$ cat config.mk
export PLATFORM = sky130hd
export DESIGN_NAME = probe_unit
export DESIGN_NICKNAME = d
export VERILOG_FILES = /design/src/probe_pkg.sv /design/src/probe_req_regs.sv /design/src/probe_coh_table.sv /design/src/probe_fsm.sv /design/src/probe_unit.sv
export SDC_FILE = /design/constraint.sdc
export NUM_CORES = 1
export LEC_CHECK = 0
export ABC_AREA = 1
export BUFFER_PORTS_ARGS = -buffer_cell sky130_fd_sc_hd__buf_4
export CORE_ASPECT_RATIO = 0.9
export CORE_MARGIN = 5
export CORE_UTILIZATION = 35
export CTS_BUF_LIST = sky130_fd_sc_hd__clkbuf_4 sky130_fd_sc_hd__clkbuf_8 sky130_fd_sc_hd__clkbuf_16
export DETAILED_ROUTE_END_ITERATION = 6
export GPL_ROUTABILITY_DRIVEN = 0
export PLACE_DENSITY = 0.74
export SLEW_MARGIN = 20
export SYNTH_ARGS = -nofsm -noshare
export SYNTH_HDL_FRONTEND = slang
export SYNTH_SLANG_ARGS = --single-unit
$ cat constraint.sdc
create_clock -name clock -period 1.7 [get_ports clock]
set_input_delay 0.17 -clock clock [delete_from_list [all_inputs] [get_ports clock]]
set_output_delay 0.17 -clock clock [all_outputs]
set_load 0.05 [all_outputs]
$ cat src/probe_pkg.sv
`default_nettype none

package probe_pkg;

  // address split for a 64-set, 64-byte-line cache
  localparam int unsigned addr_w = 32;
  localparam int unsigned idx_lsb = 6;
  localparam int unsigned idx_msb = 11;
  localparam int unsigned tag_lsb = 12;
  localparam int unsigned idx_w = 6;
  localparam int unsigned tag_w = 20;
  localparam int unsigned n_ways = 8;
  localparam int unsigned source_w = 3;
  localparam int unsigned size_w = 4;

  typedef logic [addr_w-1:0] addr_t;
  typedef logic [idx_w-1:0] idx_t;
  typedef logic [tag_w-1:0] tag_t;
  typedef logic [n_ways-1:0] way_mask_t;
  typedef logic [source_w-1:0] source_t;
  typedef logic [size_w-1:0] size_t;

  // coherence state held per cache line
  typedef enum logic [1:0] {
    nothing = 2'd0,
    branch  = 2'd1,
    trunk   = 2'd2,
    dirty   = 2'd3
  } coh_e;

  // capability the probe asks the cache to drop to
  typedef enum logic [1:0] {
    to_t = 2'd0,
    to_b = 2'd1,
    to_n = 2'd2
  } probe_param_e;

  // shrink or report code carried back in the ack or writeback
  typedef enum logic [2:0] {
    t_to_b = 3'd0,
    t_to_n = 3'd1,
    b_to_n = 3'd2,
    t_to_t = 3'd3,
    b_to_b = 3'd4,
    n_to_n = 3'd5
  } report_e;

  // incoming probe
  typedef struct packed {
    probe_param_e param;
    size_t        size;
    source_t      source;
    addr_t        address;
  } probe_req_t;

  // probe acknowledgement
  typedef struct packed {
    report_e report;
    size_t   size;
    source_t source;
    addr_t   address;
  } probe_ack_t;

  typedef struct packed {
    idx_t idx;
    tag_t tag;
  } meta_read_t;

  typedef struct packed {
    way_mask_t way_en;
    idx_t      idx;
    tag_t      tag;
    coh_e      coh;
  } meta_write_t;

  typedef struct packed {
    source_t   source;
    idx_t      idx;
    tag_t      tag;
    report_e   report;
    way_mask_t way_en;
  } wb_req_t;

  // output of the probe-response table
  typedef struct packed {
    logic    is_dirty;
    report_e report;
    coh_e    new_coh;
  } coh_result_t;

endpackage

`default_nettype wire

$ cat src/probe_req_regs.sv
`default_nettype none
`timescale 1ns/1ns

module probe_req_regs
  import probe_pkg::*;
(
  input  wire logic clock,
  input  wire logic reset,
  input  probe_req_t req_in,
  input  wire logic req_load,
  input  wire logic lookup_load,
  input  way_mask_t way_en_in,
  input  coh_e      block_state,
  output probe_req_t req,
  output way_mask_t way_en,
  output idx_t      idx,
  output tag_t      tag,
  output logic      hit,
  output coh_e      reply_coh
);

  // state of the line before the probe
  coh_e old_coh;

  // probe is captured once, on the accepting handshake
  always_ff @(posedge clock or posedge reset) begin
    if (reset) begin
      req <= '0;
    end else if (req_load) begin
      req <= req_in;
    end
  end

  // lookup result is taken in the check cycle of every attempt
  always_ff @(posedge clock or posedge reset) begin
    if (reset) begin
      way_en  <= '0;
      old_coh <= nothing;
    end else if (lookup_load) begin
      way_en  <= way_en_in;
      old_coh <= block_state;
    end
  end

  // set index and tag come straight from the held address
  assign idx = req.address[idx_msb:idx_lsb];
  assign tag = req.address[addr_w-1:tag_lsb];

  // any way matching means the line is present
  assign hit = |way_en;

  // a miss answers as if the line held nothing
  assign reply_coh = hit ? old_coh : nothing;

endmodule

`default_nettype wire

$ cat src/probe_coh_table.sv
`default_nettype none
`timescale 1ns/1ns

module probe_coh_table
  import probe_pkg::*;
(
  input  probe_param_e param,
  input  coh_e         coh,
  output coh_result_t  result
);

  always_comb begin
    // unused param value falls back to a clean t_to_b, nothing
    result.is_dirty = 1'b0;
    result.report   = t_to_b;
    result.new_coh  = nothing;
    case (param)
      // keep whatever permission the line has
      to_t: begin
        case (coh)
          nothing: begin result.report = n_to_n; result.new_coh = nothing; end
          branch:  begin result.report = b_to_b; result.new_coh = branch;  end
          trunk:   begin result.report = t_to_t; result.new_coh = trunk;   end
          dirty: begin
            result.is_dirty = 1'b1;
            result.report   = t_to_t;
            result.new_coh  = trunk;
          end
          default: result.report = n_to_n;
        endcase
      end
      // shrink to branch at most
      to_b: begin
        case (coh)
          nothing: begin result.report = n_to_n; result.new_coh = nothing; end
          branch:  begin result.report = b_to_b; result.new_coh = branch;  end
          trunk:   begin result.report = t_to_b; result.new_coh = branch;  end
          dirty: begin
            result.is_dirty = 1'b1;
            result.report   = t_to_b;
            result.new_coh  = branch;
          end
          default: result.report = n_to_n;
        endcase
      end
      // give the line up entirely
      to_n: begin
        case (coh)
          nothing: begin result.report = n_to_n; result.new_coh = nothing; end
          branch:  begin result.report = b_to_n; result.new_coh = nothing; end
          trunk:   begin result.report = t_to_n; result.new_coh = nothing; end
          dirty: begin
            result.is_dirty = 1'b1;
            result.report   = t_to_n;
          end
          default: result.report = n_to_n;
        endcase
      end
      default: result.is_dirty = 1'b0;
    endcase
  end

endmodule

`default_nettype wire

$ cat src/probe_fsm.sv
`default_nettype none
`timescale 1ns/1ns

module probe_fsm
  import probe_pkg::*;
(
  input  wire logic clock,
  input  wire logic reset,
  input  wire logic req_valid,
  input  wire logic meta_read_ready,
  input  wire logic mshr_rdy,
  input  wire logic wb_rdy,
  input  wire logic hit,
  input  wire logic is_dirty,
  input  wire logic wb_req_ready,
  input  wire logic lsu_release_ready,
  input  wire logic rep_ready,
  input  wire logic meta_write_ready,
  output logic      req_ready,
  output logic      meta_read_valid,
  output logic      wb_req_valid,
  output logic      lsu_release_valid,
  output logic      rep_valid,
  output logic      meta_write_valid,
  output logic      mshr_wb_rdy,
  output logic      req_load,
  output logic      lookup_load
);

  typedef enum logic [3:0] {
    s_idle,
    s_meta_read,
    s_meta_wait,
    s_check,
    s_decide,
    s_lsu_release,
    s_ack,
    s_wb_req,
    s_wb_done,
    s_meta_write,
    s_meta_done
  } state_e;

  state_e state;

  // each valid is a plain decode of the current state
  always_comb begin
    req_ready         = (state == s_idle);
    meta_read_valid   = (state == s_meta_read);
    lsu_release_valid = (state == s_lsu_release);
    rep_valid         = (state == s_ack);
    wb_req_valid      = (state == s_wb_req);
    meta_write_valid  = (state == s_meta_write);
    // miss handler must not push lines to writeback while the probe owns the line
    mshr_wb_rdy = !(state inside {s_ack, s_wb_req, s_wb_done, s_meta_write, s_meta_done});
    req_load    = req_valid && (state == s_idle);
    lookup_load = (state == s_check);
  end

  always_ff @(posedge clock or posedge reset) begin
    if (reset) begin
      state <= s_idle;
    end else begin
      case (state)
        s_idle: begin
          if (req_valid) state <= s_meta_read;
        end
        s_meta_read: begin
          if (meta_read_ready) state <= s_meta_wait;
        end
        // metadata array answers one cycle later
        s_meta_wait: state <= s_check;
        // retry the read while either unit is busy with this set
        s_check: begin
          state <= (mshr_rdy && wb_rdy) ? s_decide : s_meta_read;
        end
        s_decide: begin
          state <= (hit && is_dirty) ? s_wb_req : s_lsu_release;
        end
        s_lsu_release: begin
          if (lsu_release_ready) state <= s_ack;
        end
        // only a hit has state to update after the ack
        s_ack: begin
          if (rep_ready) state <= hit ? s_meta_write : s_idle;
        end
        s_wb_req: begin
          if (wb_req_ready) state <= s_wb_done;
        end
        // ready going high again means the writeback unit finished the line
        s_wb_done: begin
          if (wb_req_ready) state <= s_meta_write;
        end
        s_meta_write: begin
          if (meta_write_ready) state <= s_meta_done;
        end
        s_meta_done: state <= s_idle;
        default: state <= s_idle;
      endcase
    end
  end

endmodule

`default_nettype wire

$ cat src/probe_unit.sv
`default_nettype none
`timescale 1ns/1ns

module probe_unit
  import probe_pkg::*;
(
  input  wire logic  clock,
  input  wire logic  reset,
  // probe request in
  input  wire logic  req_valid,
  output logic       req_ready,
  input  probe_req_t req,
  // metadata array
  output logic        meta_read_valid,
  input  wire logic   meta_read_ready,
  output meta_read_t  meta_read,
  output logic        meta_write_valid,
  input  wire logic   meta_write_ready,
  output meta_write_t meta_write,
  // writeback unit
  output logic       wb_req_valid,
  input  wire logic  wb_req_ready,
  output wb_req_t    wb_req,
  // load/store unit release notice
  output logic       lsu_release_valid,
  input  wire logic  lsu_release_ready,
  output addr_t      lsu_release_addr,
  // acknowledgement out
  output logic       rep_valid,
  input  wire logic  rep_ready,
  output probe_ack_t rep,
  // lookup result and busy levels
  input  way_mask_t  way_en,
  input  coh_e       block_state,
  input  wire logic  mshr_rdy,
  input  wire logic  wb_rdy,
  output logic       mshr_wb_rdy
);

  probe_req_t  held_req;
  way_mask_t   held_way_en;
  idx_t        idx;
  tag_t        tag;
  logic        hit;
  coh_e        reply_coh;
  coh_result_t coh_res;
  logic        req_load;
  logic        lookup_load;

  probe_req_regs u_regs (
    .clock       (clock),
    .reset       (reset),
    .req_in      (req),
    .req_load    (req_load),
    .lookup_load (lookup_load),
    .way_en_in   (way_en),
    .block_state (block_state),
    .req         (held_req),
    .way_en      (held_way_en),
    .idx         (idx),
    .tag         (tag),
    .hit         (hit),
    .reply_coh   (reply_coh)
  );

  probe_coh_table u_table (
    .param  (held_req.param),
    .coh    (reply_coh),
    .result (coh_res)
  );

  probe_fsm u_fsm (
    .clock             (clock),
    .reset             (reset),
    .req_valid         (req_valid),
    .meta_read_ready   (meta_read_ready),
    .mshr_rdy          (mshr_rdy),
    .wb_rdy            (wb_rdy),
    .hit               (hit),
    .is_dirty          (coh_res.is_dirty),
    .wb_req_ready      (wb_req_ready),
    .lsu_release_ready (lsu_release_ready),
    .rep_ready         (rep_ready),
    .meta_write_ready  (meta_write_ready),
    .req_ready         (req_ready),
    .meta_read_valid   (meta_read_valid),
    .wb_req_valid      (wb_req_valid),
    .lsu_release_valid (lsu_release_valid),
    .rep_valid         (rep_valid),
    .meta_write_valid  (meta_write_valid),
    .mshr_wb_rdy       (mshr_wb_rdy),
    .req_load          (req_load),
    .lookup_load       (lookup_load)
  );

  // payloads are built only from held fields so they stay put under back-pressure
  always_comb begin
    meta_read.idx = idx;
    meta_read.tag = tag;

    meta_write.way_en = held_way_en;
    meta_write.idx    = idx;
    meta_write.tag    = tag;
    meta_write.coh    = coh_res.new_coh;

    wb_req.source = held_req.source;
    wb_req.idx    = idx;
    wb_req.tag    = tag;
    wb_req.report = coh_res.report;
    wb_req.way_en = held_way_en;

    // lsu only needs the line address to drop reservations
    lsu_release_addr = held_req.address;

    rep.report  = coh_res.report;
    rep.size    = held_req.size;
    rep.source  = held_req.source;
    rep.address = held_req.address;
  end

endmodule

`default_nettype wire

======== Word-level counts from Yosys, hierarchy flattened ========
Index checks and enable logic that the tools add are counted.
storage, ports and cells
  register bits ........................... 55
  input port bits ......................... 61
  output and inout bits ................... 183
cells by class
  eq/ne operators ......................... 22
  mux-type cells .......................... 18
  reductions and logical operators ........ 12
operators by type and width
  kind                                                    number
  one-hot mux 5 bit (3 select lines)                      3
  one-hot mux 4 bit (10 select lines)                     1
  two-way mux 4 bit                                       8
  equality test 4 x 3 -> 1 bit (second input constant)    4
  equality test 4 bit (second input constant)             3
  inequality test 2 x 1 -> 1 bit (second input constant)  5
  one-hot mux 3 bit (3 select lines)                      1
  equality test 4 x 2 -> 1 bit (second input constant)    2
  OR reduction 8 bit                                      1
  AND reduction 7 bit                                     1
  equality test 2 bit (second input constant)             3
  nonzero test 5 bit                                      1
  equality test 2 x 1 -> 1 bit (second input constant)    2
  equality test 4 x 1 -> 1 bit (second input constant)    1
  zero test 2 bit                                         2
  zero test 4 bit                                         1
  two-way mux 2 bit                                       2
  inequality test 2 bit (second input constant)           2
  logical AND 1 bit                                       3
  two-way mux 3 bit                                       1
  OR reduction 3 bit                                      1
  two-way mux 1 bit                                       2
  OR reduction 2 bit                                      1
  zero test 1 bit                                         1

======== Logic depth before layout (Yosys ltp) ========
  word-level depth ........................ 8
  mapped depth ............................ 10
  gate-level depth less buffers ........... 9

======== Hierarchy ========
Synthesis repeated with hierarchy kept, for this count alone.
second synthesis, totals
  cells, all modules ...................... 462
  area, all modules ....................... 3731.1 sq um
modules (own cells, without submodules)
  module           instances  cells each  area each (sq um)
  probe_req_regs   1          252         2406.1
  probe_unit       1          98          735.7
  probe_fsm        1          87          490.5
  probe_coh_table  1          25          98.8

======== Worst setup path after synthesis ========
Ideal clock, no wire load.
  path type ............................... register -> output
  start point ............................. reg u_regs.way_en[7]
  end point ............................... out wb_req[10] (netlist name)
  arrival time ............................ 2.501 ns
  required time ........................... 1.530 ns
  setup slack ............................. -0.971 ns
  stages on the path, launching flop included .. 7
  buffers on the path ..................... 1
  cell sequence ........................... dfrtp_1 nor2_1 nand2_1 nor2_1 a21oi_1 o21ai_0 buf_4
RTL lines
  element                 line                  source
  from (decl)             probe_req_regs.sv:15  output way_mask_t way_en,
  from (signal assigned)  probe_req_regs.sv:40  way_en <= way_en_in;
  to (decl)               probe_unit.sv:23      output wb_req_t wb_req,

==> run summary <==
Status -> finished with violations
Failing checks -> negative hold slack, negative setup slack
CP Cell Sequence -> nor2_2, nand3_1, nor2_2, nor2_2, a22oi_2, buf_6
Total GRT Usage -> 14.66%
Maximum number of pins on one net before global-route repair -> 29
Residual DRC -> 0
Vias in the first global route -> 3020
Final min period -> 1.777 ns
Avg Cell Area, Syn -> 7.863 µm²
Clock Sinks -> 55
Vias post-DR -> 3149
Slew margin rel. -> 55.23%
Cell Area, Synth -> 3735 µm²
Fmax -> 0.5629 GHz
Fillers -> 973
Pre-Repair DR Iteration Count -> 4
Detail Placement HPWL -> 7.580 mm
Crit end category -> output pin
Worst-path clk slew -> 0.07 ns
Slew Limit Fails -> 0
Worst Max-Slew Pin Slew -> 0.6706 ns
R2r setup slk -> 0.12 ns
WP data arrival -> 1.61 ns
Core Rows -> 35
Clock buffer depth -> 2
CTS HTree Levels -> 2
Sequential share of the synthesized area -> 36.85%
Via-to-Cell Ratio -> 4.479
CTS tree -> done
Layout Nets -> 634
Max_cap viols -> 0
Setup TNS Final -> -0.2366 ns
Synth-to-layout area growth -> 33.07%
N_diodes -> 0
Crit path required time -> 1.53 ns
Most frequent cells in the layout -> 255 x buf_4, 112 x nand2_1, 48 x nand3_1, 44 x dfrtp_1, 18 x nor2_1
Most common cell after layout, fill and taps aside -> buf_4
Min Hold Slack -> -0.01652 ns
CP max stage delay -> 0.43 ns
Floorplan core area -> 10330 µm²
Final Hold Fails -> 27
Slowest cell on the critical path -> dfrtp_2
Post-synthesis cell count -> 475
Synth Warn # -> 0
Hold Buf Count CTS -> 0
CTS root buf -> clkbuf_16
Most used cell, CP -> nor2_2
Initial DRC count -> 124
Total CTS buffers -> 5
First-pass GRT wire length -> 15.54 mm
Final setup fails -> 5
Routed Antenna Nets -> 0
IO Port Bufs -> 243
Crit-path max FO -> 3
Die H -> 108 µm
Initial core utilization -> 36.14%
Routed wire per std cell -> 14.33 µm
Unrepaired setup endpoints after global routing -> yes
CP Launch Type -> flop
I/O pin count -> 244
Final Cycle Share -> 104.5%
Clk_lat worst skew -> 0.29 ns
Die X -> 118.9 µm
Total gr overflow -> 0
FF+latch count, synth -> 55
Layout cells sized above 1 -> 56.79%
Antenna violations before repair -> 0
Routed Wire Length -> 10.07 mm
Hold Crit Class -> in -> async
CP Class -> reg -> out
Post-Synthesis Net Count -> 536
Clock Skew -> 0.007843 ns
Cell variety after synth -> 20
Final WS setup -> -0.07660 ns
Area of the die -> 12840 µm²
## worst paths after layout
check	depth (start not counted)	to	from
setup / recovery	6	rep[39]	u_regs.way_en[1]
hold / removal	2	u_regs.way_en[2]	reset
setup reg to reg	8	u_regs.req[40]	u_fsm.state[3]
hold reg to reg	2	u_regs.req[35]	u_regs.req[35]
max in group asynchronous	3	u_regs.req[14]	reset
min in group clock	3	u_regs.req[4]	req[4]
## critical path: cells and delay by family, from the launching register on
family	cells	cell delay [ns]
simple gates	4	0.46
compound gates	1	0.23
flops	1	0.43
buf+inv	1	0.20
## cells by family after synthesis
group                  share of synthesized area (%)
AND/OR/NAND/NOR                                22.98
AO/OA/AOI/OAI                                  2.345
buffers and inverters                          36.62
multiplexers                                   1.206
flip-flops                                     36.85
## cell usage after synthesis (all sizes together)
| library cell | instances | share of area (%) |
|---|---|---|
| nand3 | 48 | 6.4 |
| o21ai | 2 | 0.27 |
| nor2 | 30 | 3.4 |
| dfrtp | 55 | 37 |
| nand3b | 2 | 0.40 |
| a22oi | 1 | 0.20 |
| inv | 21 | 2.1 |
| o22ai | 2 | 0.33 |
| clkbuf | 4 | 0.40 |
| a211oi | 1 | 0.20 |
| mux2 | 4 | 1.2 |
| buf | 173 | 34 |
| nand2 | 121 | 12 |
| nor3 | 1 | 0.44 |
| a21oi | 10 | 1.3 |
## per-layer routing
layer	GRT usage (%)	routed length, µm	vias to the layer above
met2	27.06	5308	156
met4	2.316	59	0
li1	-	-	1507
met3	4.603	891	10
met5	0	0	-
met1	17.04	3814	1476
## per-stage QoR
step	cell area, µm²	instances	hold WS [ns]	util [%]	setup slack (ns)
2_1_floorplan	3786	475	0.3146	-	-0.2711
3_3_place_gp	4557	677	0.3090	44.09	0.1856
3_5_place_dp	4557	677	0.3204	44.09	0.1357
4_1_cts	4878	700	0.003156	47.20	-0.06397
5_1_grt	4970	703	0.02720	48.09	-0.1845
6_report	4970	703	-0.01652	48.09	-0.07660
## registers in the layout, indices dropped and copies added, names as in the netlist
signal and cells:
u_regs.req 35, u_regs.way_en 8, u_regs.idx 6, u_fsm.state 4, u_regs.old_coh 2
## layout make-up
type	count	area [µm²]	area share [%]
timing repair buffer	268	2100	42.25
sequential	55	1390	27.97
multi-input combinational	222	1095	22.03
tap	129	161.4	3.248
clock buffer	7	140.1	2.820
inverter	21	78.83	1.586
clock inverter	1	5.005	0.1007
## repair_timing
action	CTS	global route
cloned	1	0
setup endpoints to repair	8	16
buffers inserted	14	3
pin swaps	8	9
resized for setup	10	23
Power is not shown: default switching activity piles up to over one toggle a cycle in this logic, so the estimate is an artifact.
